===== src/common/a2_card_pkg.sv =====
// Shared bus-cycle, card-response and audio types and constants for the Apple II card subsystem
package a2_card_pkg;

    // One Apple II bus cycle as seen by the card
    typedef struct packed {
        logic [15:0] addr;
        logic [7:0]  data;
        // 1 for a read
        logic        rw_n;
        logic        m2sel_n;
    } a2_bus_cycle_t;

    // A card's answer to a read in its window
    typedef struct packed {
        logic       valid;
        logic [7:0] data;
    } card_resp_t;

    // One stereo audio sample
    typedef struct packed {
        logic [15:0] left;
        logic [15:0] right;
    } audio_sample_t;

    // Slot assignment
    localparam int SCRATCH_SLOT = 2;
    localparam int TIMER_SLOT   = 4;

    // Slot I/O space starts at C080, sixteen bytes per slot
    localparam logic [15:0] SLOT_IO_BASE = 16'hC080;
    localparam logic [15:0] SCRATCH_BASE = SLOT_IO_BASE + 16'(SCRATCH_SLOT * 16);
    localparam logic [15:0] TIMER_BASE   = SLOT_IO_BASE + 16'(TIMER_SLOT * 16);

    // Apple speaker soft switch
    localparam logic [15:0] SPEAKER_ADDR = 16'hC030;

    // Clock cycles per audio tick, short for simulation
    localparam int AUDIO_TICK_DIV = 64;
    localparam int AUDIO_TICK_W   = $clog2(AUDIO_TICK_DIV);

    // Speaker pulse length in audio ticks
    localparam int                      SPEAKER_HOLD_W = 4;
    localparam logic [SPEAKER_HOLD_W-1:0] SPEAKER_HOLD   = 4'd15;

    // Sample contributions
    localparam logic [15:0] SPEAKER_LEVEL = 16'h2000;
    localparam logic [15:0] TONE_LEVEL    = 16'h1000;

    // Scratch card register holding the interrupt bit
    localparam logic [3:0] SCRATCH_IRQ_REG = 4'hF;

    // Timer register offsets
    localparam logic [3:0] TMR_RELOAD_LO = 4'd0;
    localparam logic [3:0] TMR_RELOAD_HI = 4'd1;
    localparam logic [3:0] TMR_CTRL      = 4'd2;
    localparam logic [3:0] TMR_STATUS    = 4'd3;

    // Timer control bits
    localparam int CTRL_RUN_BIT     = 0;
    localparam int CTRL_IRQ_EN_BIT  = 1;
    localparam int CTRL_TONE_EN_BIT = 2;
    localparam int CTRL_W           = 3;

endpackage


===== src/audio/audio_mixer.sv =====
// Mixes the speaker pulse and timer tone into registered stereo samples on each audio tick
`timescale 1ns/10ps

module audio_mixer
    import a2_card_pkg::*;
(
    input  logic          clk_pixel_w,
    input  logic          system_reset_n_w,

    input  logic          audio_tick_i,
    input  logic          speaker_level_i,
    input  logic          tone_i,

    output audio_sample_t sample_o,
    output logic          sample_strobe_o
);

    audio_sample_t sample_r;
    logic          sample_strobe_r;
    logic [15:0]   speaker_term_w;
    logic [15:0]   tone_term_w;

    assign speaker_term_w = speaker_level_i ? SPEAKER_LEVEL : 16'h0000;
    assign tone_term_w    = tone_i ? TONE_LEVEL : 16'h0000;

    always_ff @(posedge clk_pixel_w or negedge system_reset_n_w) begin
        if (!system_reset_n_w) begin
            sample_r        <= '0;
            sample_strobe_r <= 1'b0;
        end else begin
            sample_strobe_r <= audio_tick_i;
            if (audio_tick_i) begin
                // Tone goes to the left channel only
                sample_r.left  <= speaker_term_w + tone_term_w;
                sample_r.right <= speaker_term_w;
            end
        end
    end

    assign sample_o        = sample_r;
    assign sample_strobe_o = sample_strobe_r;

endmodule


===== src/audio/speaker_pulse.sv =====
// Audio tick divider and Apple speaker toggle shaped into a pulse of bounded length
`timescale 1ns/10ps

module speaker_pulse
    import a2_card_pkg::*;
(
    input  logic          clk_pixel_w,
    input  logic          system_reset_n_w,

    input  logic          bus_cycle_strobe_i,
    input  a2_bus_cycle_t bus_cycle_i,

    output logic          audio_tick_o,
    output logic          speaker_level_o
);

    logic [AUDIO_TICK_W-1:0]   tick_cnt_r;
    logic                      audio_tick_r;
    logic                      speaker_bit_r;
    logic                      prev_bit_r;
    logic [SPEAKER_HOLD_W-1:0] hold_r;
    logic                      level_r;
    logic                      speaker_hit_w;

    // Free-running divider, tick is one cycle wide
    always_ff @(posedge clk_pixel_w or negedge system_reset_n_w) begin
        if (!system_reset_n_w) begin
            tick_cnt_r   <= '0;
            audio_tick_r <= 1'b0;
        end else begin
            tick_cnt_r   <= tick_cnt_r + 1'b1;
            audio_tick_r <= (tick_cnt_r == AUDIO_TICK_W'(AUDIO_TICK_DIV - 1));
        end
    end

    assign speaker_hit_w = bus_cycle_strobe_i && !bus_cycle_i.m2sel_n &&
                           (bus_cycle_i.addr == SPEAKER_ADDR);

    // A steady speaker level would sit as a DC offset in the HDMI audio,
    // so each toggle only produces a pulse of SPEAKER_HOLD ticks
    always_ff @(posedge clk_pixel_w or negedge system_reset_n_w) begin
        if (!system_reset_n_w) begin
            speaker_bit_r <= 1'b0;
            prev_bit_r    <= 1'b0;
            hold_r        <= '0;
            level_r       <= 1'b0;
        end else begin
            if (speaker_hit_w) begin
                speaker_bit_r <= !speaker_bit_r;
            end
            if (audio_tick_r) begin
                prev_bit_r <= speaker_bit_r;
                if (speaker_bit_r != prev_bit_r) begin
                    hold_r <= SPEAKER_HOLD;
                end else if (hold_r != '0) begin
                    hold_r <= hold_r - 1'b1;
                end
                level_r <= prev_bit_r && (hold_r != '0);
            end
        end
    end

    assign audio_tick_o    = audio_tick_r;
    assign speaker_level_o = level_r;

    hold_bounded_a: assert property (
        @(posedge clk_pixel_w) disable iff (!system_reset_n_w)
        hold_r <= SPEAKER_HOLD
    ) else $error("speaker_pulse: hold counter above SPEAKER_HOLD");

endmodule


===== src/rtl/a2_card_top.sv =====
// Card-side bus subsystem top joining the slot cards, data arbiter, speaker and audio mixer
`timescale 1ns/10ps

module a2_card_top
    import a2_card_pkg::*;
(
    input  logic          clk_pixel_w,
    input  logic          system_reset_n_w,

    input  logic          bus_cycle_strobe_i,
    input  a2_bus_cycle_t bus_cycle_i,

    output logic          data_out_en_o,
    output logic [7:0]    data_out_o,
    output logic          irq_n_o,

    output audio_sample_t sample_o,
    output logic          sample_strobe_o
);

    card_resp_t scratch_resp;
    card_resp_t timer_resp;
    logic       scratch_irq_n;
    logic       timer_irq_n;
    logic       tone;
    logic       audio_tick;
    logic       speaker_level;

    // Slot 2
    scratch_register_card scratch_register_card_inst (
        .clk_pixel_w       (clk_pixel_w),
        .system_reset_n_w  (system_reset_n_w),
        .bus_cycle_strobe_i(bus_cycle_strobe_i),
        .bus_cycle_i       (bus_cycle_i),
        .resp_o            (scratch_resp),
        .irq_n_o           (scratch_irq_n)
    );

    // Slot 4
    timer_card timer_card_inst (
        .clk_pixel_w       (clk_pixel_w),
        .system_reset_n_w  (system_reset_n_w),
        .bus_cycle_strobe_i(bus_cycle_strobe_i),
        .bus_cycle_i       (bus_cycle_i),
        .resp_o            (timer_resp),
        .irq_n_o           (timer_irq_n),
        .tone_o            (tone)
    );

    card_data_arbiter card_data_arbiter_inst (
        .clk_pixel_w     (clk_pixel_w),
        .system_reset_n_w(system_reset_n_w),
        .scratch_resp_i  (scratch_resp),
        .timer_resp_i    (timer_resp),
        .scratch_irq_n_i (scratch_irq_n),
        .timer_irq_n_i   (timer_irq_n),
        .data_out_en_o   (data_out_en_o),
        .data_out_o      (data_out_o),
        .irq_n_o         (irq_n_o)
    );

    // Audio path
    speaker_pulse speaker_pulse_inst (
        .clk_pixel_w       (clk_pixel_w),
        .system_reset_n_w  (system_reset_n_w),
        .bus_cycle_strobe_i(bus_cycle_strobe_i),
        .bus_cycle_i       (bus_cycle_i),
        .audio_tick_o      (audio_tick),
        .speaker_level_o   (speaker_level)
    );

    audio_mixer audio_mixer_inst (
        .clk_pixel_w     (clk_pixel_w),
        .system_reset_n_w(system_reset_n_w),
        .audio_tick_i    (audio_tick),
        .speaker_level_i (speaker_level),
        .tone_i          (tone),
        .sample_o        (sample_o),
        .sample_strobe_o (sample_strobe_o)
    );

endmodule


===== src/rtl/card_data_arbiter.sv =====
// Merges card read responses into the registered Apple data-out path and combines card IRQs
`timescale 1ns/10ps

module card_data_arbiter
    import a2_card_pkg::*;
(
    input  logic       clk_pixel_w,
    input  logic       system_reset_n_w,

    input  card_resp_t scratch_resp_i,
    input  card_resp_t timer_resp_i,
    input  logic       scratch_irq_n_i,
    input  logic       timer_irq_n_i,

    output logic       data_out_en_o,
    output logic [7:0] data_out_o,
    output logic       irq_n_o
);

    logic       data_out_en_r;
    logic [7:0] data_out_r;
    logic       irq_n_r;

    always_ff @(posedge clk_pixel_w or negedge system_reset_n_w) begin
        if (!system_reset_n_w) begin
            data_out_en_r <= 1'b0;
            data_out_r    <= 8'h00;
            irq_n_r       <= 1'b1;
        end else begin
            data_out_en_r <= scratch_resp_i.valid || timer_resp_i.valid;
            // Timer has priority, bus stays at zero when nobody answers
            if (timer_resp_i.valid) begin
                data_out_r <= timer_resp_i.data;
            end else if (scratch_resp_i.valid) begin
                data_out_r <= scratch_resp_i.data;
            end else begin
                data_out_r <= 8'h00;
            end
            // Open-collector style wired AND
            irq_n_r <= scratch_irq_n_i && timer_irq_n_i;
        end
    end

    assign data_out_en_o = data_out_en_r;
    assign data_out_o    = data_out_r;
    assign irq_n_o       = irq_n_r;

    // Slot windows are disjoint, so two cards never answer the same cycle
    one_responder_a: assert property (
        @(posedge clk_pixel_w) disable iff (!system_reset_n_w)
        !(scratch_resp_i.valid && timer_resp_i.valid)
    ) else $error("card_data_arbiter: two card responses in one cycle");

endmodule


===== src/rtl/scratch_register_card.sv =====
// Slot 2 scratch card with sixteen read/write bytes and an interrupt set by software
`timescale 1ns/10ps

module scratch_register_card
    import a2_card_pkg::*;
(
    input  logic          clk_pixel_w,
    input  logic          system_reset_n_w,

    input  logic          bus_cycle_strobe_i,
    input  a2_bus_cycle_t bus_cycle_i,

    output card_resp_t    resp_o,
    output logic          irq_n_o
);

    logic [15:0][7:0] regs_r;
    card_resp_t       resp_r;
    logic             window_hit_w;
    logic             wr_w;
    logic             rd_w;
    logic [3:0]       offset_w;

    // Window decode C0A0-C0AF
    assign window_hit_w = bus_cycle_strobe_i &&
                          (bus_cycle_i.addr[15:4] == SCRATCH_BASE[15:4]);
    assign offset_w     = bus_cycle_i.addr[3:0];
    assign wr_w         = window_hit_w && !bus_cycle_i.rw_n;
    assign rd_w         = window_hit_w && bus_cycle_i.rw_n;

    // Register file
    always_ff @(posedge clk_pixel_w or negedge system_reset_n_w) begin
        if (!system_reset_n_w) begin
            regs_r <= '0;
        end else if (wr_w) begin
            regs_r[offset_w] <= bus_cycle_i.data;
        end
    end

    // Read answer one cycle after the strobe
    always_ff @(posedge clk_pixel_w or negedge system_reset_n_w) begin
        if (!system_reset_n_w) begin
            resp_r <= '0;
        end else begin
            resp_r.valid <= rd_w;
            if (rd_w) begin
                resp_r.data <= regs_r[offset_w];
            end else begin
                resp_r.data <= 8'h00;
            end
        end
    end

    assign resp_o = resp_r;

    // Software raises the IRQ via bit 7 of register F
    assign irq_n_o = !regs_r[SCRATCH_IRQ_REG][7];

endmodule


===== src/timer_card/timer_card.sv =====
// Slot 4 countdown timer card clocked by bus strobes, with reload, IRQ and square-wave tone
`timescale 1ns/10ps

module timer_card
    import a2_card_pkg::*;
(
    input  logic          clk_pixel_w,
    input  logic          system_reset_n_w,

    input  logic          bus_cycle_strobe_i,
    input  a2_bus_cycle_t bus_cycle_i,

    output card_resp_t    resp_o,
    output logic          irq_n_o,
    output logic          tone_o
);

    logic [15:0]       reload_r;
    logic [15:0]       count_r;
    logic [CTRL_W-1:0] ctrl_r;
    logic              flag_r;
    logic              tone_r;
    card_resp_t        resp_r;

    logic              window_hit_w;
    logic              wr_w;
    logic              rd_w;
    logic              reload_hi_wr_w;
    logic              underflow_w;
    logic [3:0]        offset_w;
    logic [7:0]        rd_data_w;

    // Window decode C0C0-C0CF
    assign window_hit_w   = bus_cycle_strobe_i &&
                            (bus_cycle_i.addr[15:4] == TIMER_BASE[15:4]);
    assign offset_w       = bus_cycle_i.addr[3:0];
    assign wr_w           = window_hit_w && !bus_cycle_i.rw_n;
    assign rd_w           = window_hit_w && bus_cycle_i.rw_n;
    assign reload_hi_wr_w = wr_w && (offset_w == TMR_RELOAD_HI);

    // A load of the count takes precedence over the countdown
    assign underflow_w = bus_cycle_strobe_i && ctrl_r[CTRL_RUN_BIT] &&
                         (count_r == 16'h0000) && !reload_hi_wr_w;

    always_ff @(posedge clk_pixel_w or negedge system_reset_n_w) begin
        if (!system_reset_n_w) begin
            reload_r <= 16'h0000;
            count_r  <= 16'h0000;
            ctrl_r   <= '0;
            flag_r   <= 1'b0;
            tone_r   <= 1'b0;
        end else begin
            if (wr_w) begin
                case (offset_w)
                    TMR_RELOAD_LO: reload_r[7:0]  <= bus_cycle_i.data;
                    TMR_RELOAD_HI: reload_r[15:8] <= bus_cycle_i.data;
                    TMR_CTRL:      ctrl_r         <= bus_cycle_i.data[CTRL_W-1:0];
                    TMR_STATUS:    flag_r         <= 1'b0;
                    default:       ;
                endcase
            end
            if (reload_hi_wr_w) begin
                count_r <= {bus_cycle_i.data, reload_r[7:0]};
            end else if (underflow_w) begin
                count_r <= reload_r;
                // Setting the flag wins over a status clear in the same cycle
                flag_r  <= 1'b1;
                if (ctrl_r[CTRL_TONE_EN_BIT]) begin
                    tone_r <= !tone_r;
                end
            end else if (bus_cycle_strobe_i && ctrl_r[CTRL_RUN_BIT]) begin
                count_r <= count_r - 16'd1;
            end
        end
    end

    // Read mux sees the count before this strobe's decrement
    always_comb begin
        case (offset_w)
            TMR_RELOAD_LO: rd_data_w = count_r[7:0];
            TMR_RELOAD_HI: rd_data_w = count_r[15:8];
            TMR_CTRL:      rd_data_w = {{(8 - CTRL_W){1'b0}}, ctrl_r};
            TMR_STATUS:    rd_data_w = {7'b0, flag_r};
            default:       rd_data_w = 8'h00;
        endcase
    end

    always_ff @(posedge clk_pixel_w or negedge system_reset_n_w) begin
        if (!system_reset_n_w) begin
            resp_r <= '0;
        end else begin
            resp_r.valid <= rd_w;
            resp_r.data  <= rd_w ? rd_data_w : 8'h00;
        end
    end

    assign resp_o  = resp_r;
    assign irq_n_o = !(flag_r && ctrl_r[CTRL_IRQ_EN_BIT]);
    assign tone_o  = tone_r;

    // Tone edges come only from an underflow one cycle earlier
    tone_after_underflow_a: assert property (
        @(posedge clk_pixel_w) disable iff (!system_reset_n_w)
        $changed(tone_r) |-> $past(underflow_w)
    ) else $error("timer_card: tone changed without an underflow");

endmodule

===== config.mk =====
export PLATFORM = sky130hd
export DESIGN_NAME = a2_card_top
export DESIGN_NICKNAME = d
export VERILOG_FILES = /design/src/common/a2_card_pkg.sv /design/src/audio/audio_mixer.sv /design/src/audio/speaker_pulse.sv /design/src/rtl/a2_card_top.sv /design/src/rtl/card_data_arbiter.sv /design/src/rtl/scratch_register_card.sv /design/src/timer_card/timer_card.sv
export SDC_FILE = /design/constraint.sdc
export NUM_CORES = 1
export LEC_CHECK = 0
export BUFFER_PORTS_ARGS = -buffer_cell sky130_fd_sc_hd__buf_2
export CORE_MARGIN = 4
export CORE_UTILIZATION = 60
export DETAILED_ROUTE_END_ITERATION = 8
export PLACE_DENSITY = 0.76
export SYNTH_ARGS = -nofsm -noshare
export SYNTH_HDL_FRONTEND = slang
export SYNTH_SLANG_ARGS = --single-unit

===== constraint.sdc =====
create_clock -name clk_pixel_w -period 4.35 [get_ports clk_pixel_w]
set_input_delay 0.435 -clock clk_pixel_w [delete_from_list [all_inputs] [get_ports clk_pixel_w]]
set_output_delay 0.435 -clock clk_pixel_w [all_outputs]
set_load 0.01 [all_outputs]

==> results.txt, run 1 <==
The worst setup path is launched from a flop. The starting density of the core came out at 0.615. The worst reg-to-reg path cell count came out at 5. In this run the cell area of the synthesized design comes to 9840 sq um. The number of antenna diodes in the final layout is 0.

Measured along the x axis, the die boundary spans 136 microns. The area added between synthesis and finish is 9.85%. Entering global routing, the biggest net connects 107 pins. The first-pass GRT wire length came out at 34200 microns.

The chip height is 136 microns. The combined global-route utilization of all metal layers came out at 0.238. Counting along the longest clock path gives a buffer depth of 3. The number of port buffers came out at 42. The level count of the clock H-tree is 1. The setup-violating endpoint count in the final report came out at 0. 72 I/O pins were placed.

The Yosys step of the flow raised 0 warnings. The placer's final routability congestion estimate came out at 0.891. In the post-synthesis netlist, the cell with the most instances is sky130_fd_sc_hd__dfrtp_1. Clock tree synthesis inserted a total of 23 buffers.

The number of unique standard cell types used by synthesis came out at 59. Clock-pin slew was measured on the worst setup and hold paths at 0.06 ns. The portion of the clock cycle consumed by the worst path in the final layout came out at 0.565. The relative slew slack came out at 0.446. The post-synthesis sequential area ratio came out at 0.534. Setup repair after global routing left no endpoint under its margin.

Counting I/O delays and the setup requirement, the final critical path takes 2.46 ns. Across all setup checks in the final design, the least slack found is 1.89 ns. Fill cells in the final layout number 1142.

The clock net sink count came out at 210. Traced cell by cell, the critical path runs through or4_1 -> nor4_1 -> and2_1 -> nor2_1 -> mux2_2. The standard-cell row count came out at 46. The clock tree from TritonCTS is yes.

The power density over the cells is 370 nW/um^2. The length of the first detailed-routing pass in iterations is 6. The final layout contains routed wiring with a total length of 21200 microns. Of the post-synthesis cell area, the dominant cell type holds 0.531. The total of hold buffers inserted after clock tree synthesis is 0. The peak supply drop came out at 0.000334 V. The flow ran to the end, and the final reports show no timing, DRC or antenna violations. The final sum of negative setup slack came out at 0 ns. Synthesis handed over a netlist of 723 instances. The number of hold violations in the final report came out at 0.

After detailed routing, the number of remaining DRC violations is 0. The data required time of the worst path is 4.74 ns. The maximum fanout along the worst path came out at 7. The tightest min-delay check is of the in -> async type.

The post-place setup slack came out at 1.43 ns. Dividing the detail-routed wire length by the instance count gives 21.6 microns. The number of gates resized after CTS was 0. The buffers inserted during post-CTS setup optimization is 0. The overall power came out at 4.00 mW. In this run, synthesis inferred 0 flip-flops with an integrated enable. The number of DRC markers in iteration 0 came out at 414. Once detail routing completed, the nets flagged for antenna violations numbered 0. In the final layout, the share of cells above drive strength 1 is 0.389.

The pin slew with the least headroom to its limit is 0.832 ns. The delay of the slowest critical-path stage came out at 0.62 ns. The standby leakage power is 5.31 nW.

The kind of end point of the critical path is a flop. The highest clock frequency the design can meet is 407 MHz. Ranked by instance count, the synthesized netlist is headed by sky130_fd_sc_hd__dfrtp_1, sky130_fd_sc_hd__mux2_2, sky130_fd_sc_hd__nand2_1. After synthesis the netlist holds a flip-flop and latch count of 210. The floorplan step defined a core boundary enclosing 16000 sq um. The root buffer cell chosen for the clock tree is sky130_fd_sc_hd__clkbuf_16. For this design, the slowest cell found on the critical path is sky130_fd_sc_hd__or4_1. The category of the critical setup timing path is reg -> reg. Summed over all layers, the global routing overflow is 0. The number of vias per cell after detailed routing is 6.10. The reported max-cap violation count came out at 0. The area of the die is 18500 sq um.

The number of antenna violations at the first check in global routing is 1. The number of nets in the final layout came out at 782. For this run, asynchronously set or reset flops after synthesis account for 1.00. Among all flip-flop cells after synthesis, the most frequent one is sky130_fd_sc_hd__dfrtp_1. The number of global-route vias before repair was 6235.

The average footprint of a synthesized cell is 13.6 sq um. Summed over all instances, the cell type with the most area after synthesis is sky130_fd_sc_hd__dfrtp_1. The data arrival at the endpoint of the critical path is 2.84 ns. In the post-synthesis netlist, the biggest area contributors are sky130_fd_sc_hd__dfrtp_1, sky130_fd_sc_hd__mux2_2, sky130_fd_sc_hd__mux4_2. Once detailed placement completed, the half-perimeter wirelength came to 14000 microns. Summing over every cut layer, the via total after detailed routing is 6000. The insertion delay of the later-clocked pin in the worst-skew pair is 0.51 ns. The total count of max-transition violations in the final report came out at 0. Across the routed clock network, the largest skew measured is 0.00722 ns.
registers in the layout (all words and copies together) (netlist names), 2 cells and up:
register and flops:
timer_card_inst.ctrl_r 3, card_data_arbiter_inst.data_out_o 8, scratch_register_card_inst.resp_o 9, timer_card_inst.count_r 16
audio_mixer_inst.sample_o 2, speaker_pulse_inst.hold_r 4, scratch_register_card_inst.regs_r 128, timer_card_inst.resp_o 9
timer_card_inst.reload_r 16, speaker_pulse_inst.tick_cnt_r 6
where the power goes:
group          internal (mW)  switching [mW]  leakage [nW]
clock                   1.12           0.769         0.371
combinational         0.0364           0.119          2.03
sequential              1.95        0.000271          2.91
metrics by stage:
stage                     utilization  hold slack (ns)  cells  cell area [sq um]
after detailed placement        0.629            0.446    941              10100
after CTS                       0.676           0.0701    983              10800
final                           0.676           0.0271    983              10800
after global routing            0.676            0.101    983              10800
after floorplan                     -            0.139    751               9950
after global placement          0.629            0.446    941              10100
path summary, 6_finish.rpt:
path | from | endpoint | slack, ns
worst max-delay path | timer_card_inst.count_r[8] | timer_card_inst.count_r[5] | 1.89
worst min-delay path | system_reset_n_w | timer_card_inst.count_r[12] | 0.03
worst max register to register | timer_card_inst.count_r[8] | timer_card_inst.count_r[5] | 1.89
worst min register to register | scratch_register_card_inst.resp_o[8] | card_data_arbiter_inst.data_out_en_o | 0.46
max in group asynchronous | system_reset_n_w | speaker_pulse_inst.tick_cnt_r[5] | 3.32
min in group clk_pixel_w | bus_cycle_i[16] | timer_card_inst.resp_o[8] | 0.23
routing by layer:
layer,wire length (microns),up-vias,GRT usage
met5,0,-,0
met2,10600,210,0.402
met1,8650,3122,0.322
met3,1350,50,0.0370
li1,-,2618,-
met4,607,0,0.0733
worst max-delay path: cells and delay by family, from the launching register on:
kind | cells | cell delay, ns
muxes | 1 | 0.29
DFF | 1 | 0.46
and+or+nand+nor | 4 | 1.58
placed cells by master, fill, tap and decap left out, types with 4 or more instances in the layout:
cell                        Yosys  final
sky130_fd_sc_hd__a21oi_1       11     11
sky130_fd_sc_hd__a22o_1         8      8
sky130_fd_sc_hd__a22oi_1        6      6
sky130_fd_sc_hd__a31oi_1        8      8
sky130_fd_sc_hd__buf_2         10     41
sky130_fd_sc_hd__buf_4         32     12
sky130_fd_sc_hd__clkbuf_1      26      4
sky130_fd_sc_hd__clkbuf_16      0     23
sky130_fd_sc_hd__clkbuf_8       1      6
sky130_fd_sc_hd__clkinv_2       0      6
sky130_fd_sc_hd__conb_1         1     29
sky130_fd_sc_hd__dfrtp_1      209    209
sky130_fd_sc_hd__inv_1         10     10
sky130_fd_sc_hd__mux2_2       143    143
sky130_fd_sc_hd__mux2i_1        6      6
sky130_fd_sc_hd__mux4_2        41     41
sky130_fd_sc_hd__nand2_1       46     46
sky130_fd_sc_hd__nand3_1       11     11
sky130_fd_sc_hd__nand3_4        9      9
sky130_fd_sc_hd__nor2_1        30     30
sky130_fd_sc_hd__nor2b_1       13     13
sky130_fd_sc_hd__nor3_1         6      6
sky130_fd_sc_hd__nor4_1         7      7
sky130_fd_sc_hd__o21ai_0        7      7
sky130_fd_sc_hd__o22ai_1        4      4
sky130_fd_sc_hd__xnor2_1        7      7
sky130_fd_sc_hd__xor2_1         6      6
cell type report:
class,instances,area (sq um),share of cell area
Clock buffer,32,659,0.0610
Clock inverter,10,85.1,0.00787
Inverter,10,37.5,0.00347
Multi-Input combinational cell,451,4200,0.388
Sequential cell,210,5260,0.486
Tap cell,216,270,0.0250
Timing Repair Buffer,54,309,0.0286
cell families after synthesis:
kind of cell,synth area share
xor gates and xnor gates,0.0116
adders and majority gates,0.00381
and+or+nand+nor,0.0958
DFF,0.534
AOI/OAI and AO/OA,0.0405
muxes,0.263
other,0.000381
buffers and inverters,0.0505
Note: power is estimated with default switching activity, not from simulation.
==> run 2, diff against run 1 <==
==> constraint.sdc (replaced) <==
create_clock -name clk_pixel_w -period 2.3 [get_ports clk_pixel_w]
set_input_delay 0.23 -clock clk_pixel_w [delete_from_list [all_inputs] [get_ports clk_pixel_w]]
set_output_delay 0.23 -clock clk_pixel_w [all_outputs]
set_load 0.01 [all_outputs]
==> results.txt, run 2 (synthesis results as in run 1) <==
Across the whole layout, storage elements account for 5260 sq um. The final layout contains routed wiring with a total length of 22300 microns. The post-route clock skew is 0.00776 ns. The die width came out at 136 microns. Counting the buffers created by CTS gives 22. The flow ran to the end, and the final reports show no timing, DRC or antenna violations. The delay of the slowest critical-path stage is 0.56 ns. Across all hold checks on the routed design, the worst slack comes to 0.0437 ns.

The pin count of the biggest net entering global routing came out at 72. The total global routing overflow came out at 0. The number of top-level pins is 72. The master of the slowest instance on the critical path is sky130_fd_sc_hd__or4_4.

The wire length per cell is 22.0 microns. The most critical setup path has its startpoint at timer_card_inst.count_r[10]. The critical path goes through or4_4 -> or3_4 -> or4b_1 -> a21oi_1 -> o22a_2. The level count of the clock H-tree came out at 1. The clock net sink count is 210. The chip height is 136 microns. The first routing iteration left 439 violations. The number of global-route vias before repair was 6554. The number of setup buffers added after CTS is 0. The final instance area is 11200 sq um. The largest registers in the layout are scratch_register_card_inst.regs_r: 128 flops, timer_card_inst.count_r: 16 flops, timer_card_inst.reload_r: 16 flops. Setup repair after global routing left no endpoint under its margin. STA puts the critical path data arrival time at 2.64 ns.

Based on the critical path, the design can be clocked at up to 453 MHz. The initial utilization of the core area, before any placement, comes to 0.615. The clock tree from TritonCTS is yes. Counting cells, the worst reg-to-reg path comes to 5. The share of cells above drive strength 1 is 0.414. The post-route antenna net violation count came out at 0. The peak supply drop is 0.000592 V. The register with the most flip-flops in the final layout is scratch_register_card_inst.regs_r. The number of flip-flops under the largest register name came out at 128. In this run the critical register-to-register path is launched from timer_card_inst.count_r[10]. The worst hold-check path type is in -> reg.

The later pin in the worst-skew pair is clocked with a latency of 0.50 ns. The number of non-filler instances in the completed layout is 1016. The area of combinational cells with multiple inputs is 4200 sq um. The standard-cell row count came out at 46. The length of the first detailed-routing pass in iterations is 5. The area added between synthesis and finish is 13.5%.

The total count of max-transition violations in the final report came out at 0. Once detailed placement completed, the half-perimeter wirelength came to 15300 microns. The library cell used most frequently in the layout, excluding fill and tap cells, is sky130_fd_sc_hd__dfrtp_1. By startpoint and endpoint, the worst setup path is classified as reg -> reg. After detailed routing, the number of vias per cell comes to 5.98. Among cell families on the critical path, the largest total delay comes from simple AND/OR/NAND/NOR gates.

The pin slew with the least headroom to its limit is 0.608 ns. The worst pin sits at a relative slew slack of 0.591. Leaving out fill and tap cells, the most frequent cells in the layout are sky130_fd_sc_hd__dfrtp_1, sky130_fd_sc_hd__mux2_2, sky130_fd_sc_hd__nand2_1.

Input and output buffers added on the ports amount to 42. The first-pass GRT wire length came out at 35800 microns. Once layout is complete, the utilization of the core stands at 0.698. The number of placed instances, taps included, is 976.

The instance count on the critical path is 5. The combined global-route utilization of all metal layers is 0.252. The standby leakage power is 5.50 nW. The placed instances occupy a cell area of 10400 sq um. The data required time of the worst path came out at 2.74 ns. The endpoint of the worst register-to-register path is timer_card_inst.count_r[15]. The number of nets in the final layout came out at 817. The number of hold violations in the final report came to 0. The number of antenna violations at the first check in global routing is 1. The clock passes through at most 3 buffers. Along the worst path, the maximum fanout reaches 4. The post-layout minimum cycle time is 2.21 ns. The area of the die is 18500 sq um. Clock tree synthesis selected as its root buffer the cell sky130_fd_sc_hd__clkbuf_16. The critical path launch point type is a flop. The reg2reg setup slack came out at 0.09 ns. The most critical setup path has its endpoint at timer_card_inst.count_r[15]. The setup-violating endpoint count in the final report came out at 0. The portion of the clock cycle consumed by the worst path in the final layout came out at 0.959. The final sum of negative setup slack came out at 0 ns. The filler cells instantiated in the layout total 1099. The total number of vias came out at 6078.

The post-detailed-route DRC marker count is 0. 0 antenna diodes ended up in the layout. The number of buffer and inverter stages on the critical path came out at 0. The tool flagged a number of max-cap violations equal to 0. Routability-driven placement finished with a final weighted congestion of 0.955. The kind of end point of the critical path is a flop.

Dividing total power by cell area gives a power density of 682 nW/um^2. The clock-pin slew reported for the worst setup and hold paths after clock tree synthesis came out at 0.06 ns. The area of the core is 16000 sq um.
[run 2: changes by cell type in the layout (fill, tap and decap cells not counted)]
cell and delta:
sky130_fd_sc_hd__clkbuf_1 +1, sky130_fd_sc_hd__dlygate4sd3_1 +1, sky130_fd_sc_hd__inv_6 -2, sky130_fd_sc_hd__or4_4 +2, sky130_fd_sc_hd__clkinv_4 +2, sky130_fd_sc_hd__clkinv_2 -5, sky130_fd_sc_hd__buf_12 +6, sky130_fd_sc_hd__or4_1 -2
sky130_fd_sc_hd__bufinv_16 +1, sky130_fd_sc_hd__clkinvlp_4 +1, sky130_fd_sc_hd__buf_4 +29, sky130_fd_sc_hd__clkbuf_8 -1
[run 2: worst min-delay path, cell delays in order]
cell	delay [ns]
sky130_fd_sc_hd__buf_2	0.11
sky130_fd_sc_hd__nand3b_1	0.08
sky130_fd_sc_hd__nor3_1	0.07
[run 2: final cells by class]
type	count	share of cell area
inverter	10	0.00336
tap	216	0.0242
timing repair buffer	90	0.0588
sequential	210	0.470
clock inverter	7	0.00874
clock buffer	32	0.0581
multi-input combinational	451	0.376
[run 2: through the flow]
| step | setup WS (ns) | power [mW] |
|---|---|---|
| finish | 0.0934 | 7.62 |
| global route | 0.0190 | 7.88 |
| CTS | 0.0612 | 7.70 |
| detailed placement | 0.0276 | 4.08 |
| global placement | 0.0622 | 4.08 |
| floorplan | 0.0962 | 3.95 |
[run 2: worst min path at each step]
stage | startpoint | to | slack (ns) | cells after the start
5_1_grt | bus_cycle_i[17] | timer_card_inst.resp_o[8] | 0.07 | 3
3_5_place_dp | system_reset_n_w | timer_card_inst.count_r[12] | 0.28 | 1
2_1_floorplan | system_reset_n_w | audio_mixer_inst.sample_o[28] | -0.07 | 0
3_3_place_gp | system_reset_n_w | timer_card_inst.count_r[12] | 0.28 | 1
6_report | bus_cycle_i[16] | timer_card_inst.resp_o[8] | 0.04 | 3
4_1_cts | bus_cycle_i[16] | timer_card_inst.resp_o[8] | 0.04 | 3
[run 2: report_power, final]
group	leakage (nW)	switching (mW)	total, mW	internal, mW
combinational	2.23	0.234	0.321	0.0872
sequential	2.91	0.000449	3.70	3.70
clock	0.359	1.41	3.60	2.19
[run 2: what timing repair did]
action	in CTS	in global routing
endpoints found under the hold margin	66	0
hold buffers	1	0
setup endpoints to repair	0	3
resized for setup	0	2
[run 2: layer usage]
metal	up-vias	part of all wire	global-route usage	wire length (microns)
met5	-	0	0	0
met4	0	0.025	0.0605	560
met3	34	0.053	0.0389	1190
met2	191	0.51	0.428	11400
met1	3157	0.41	0.346	9130
li1	2696	-	-	-
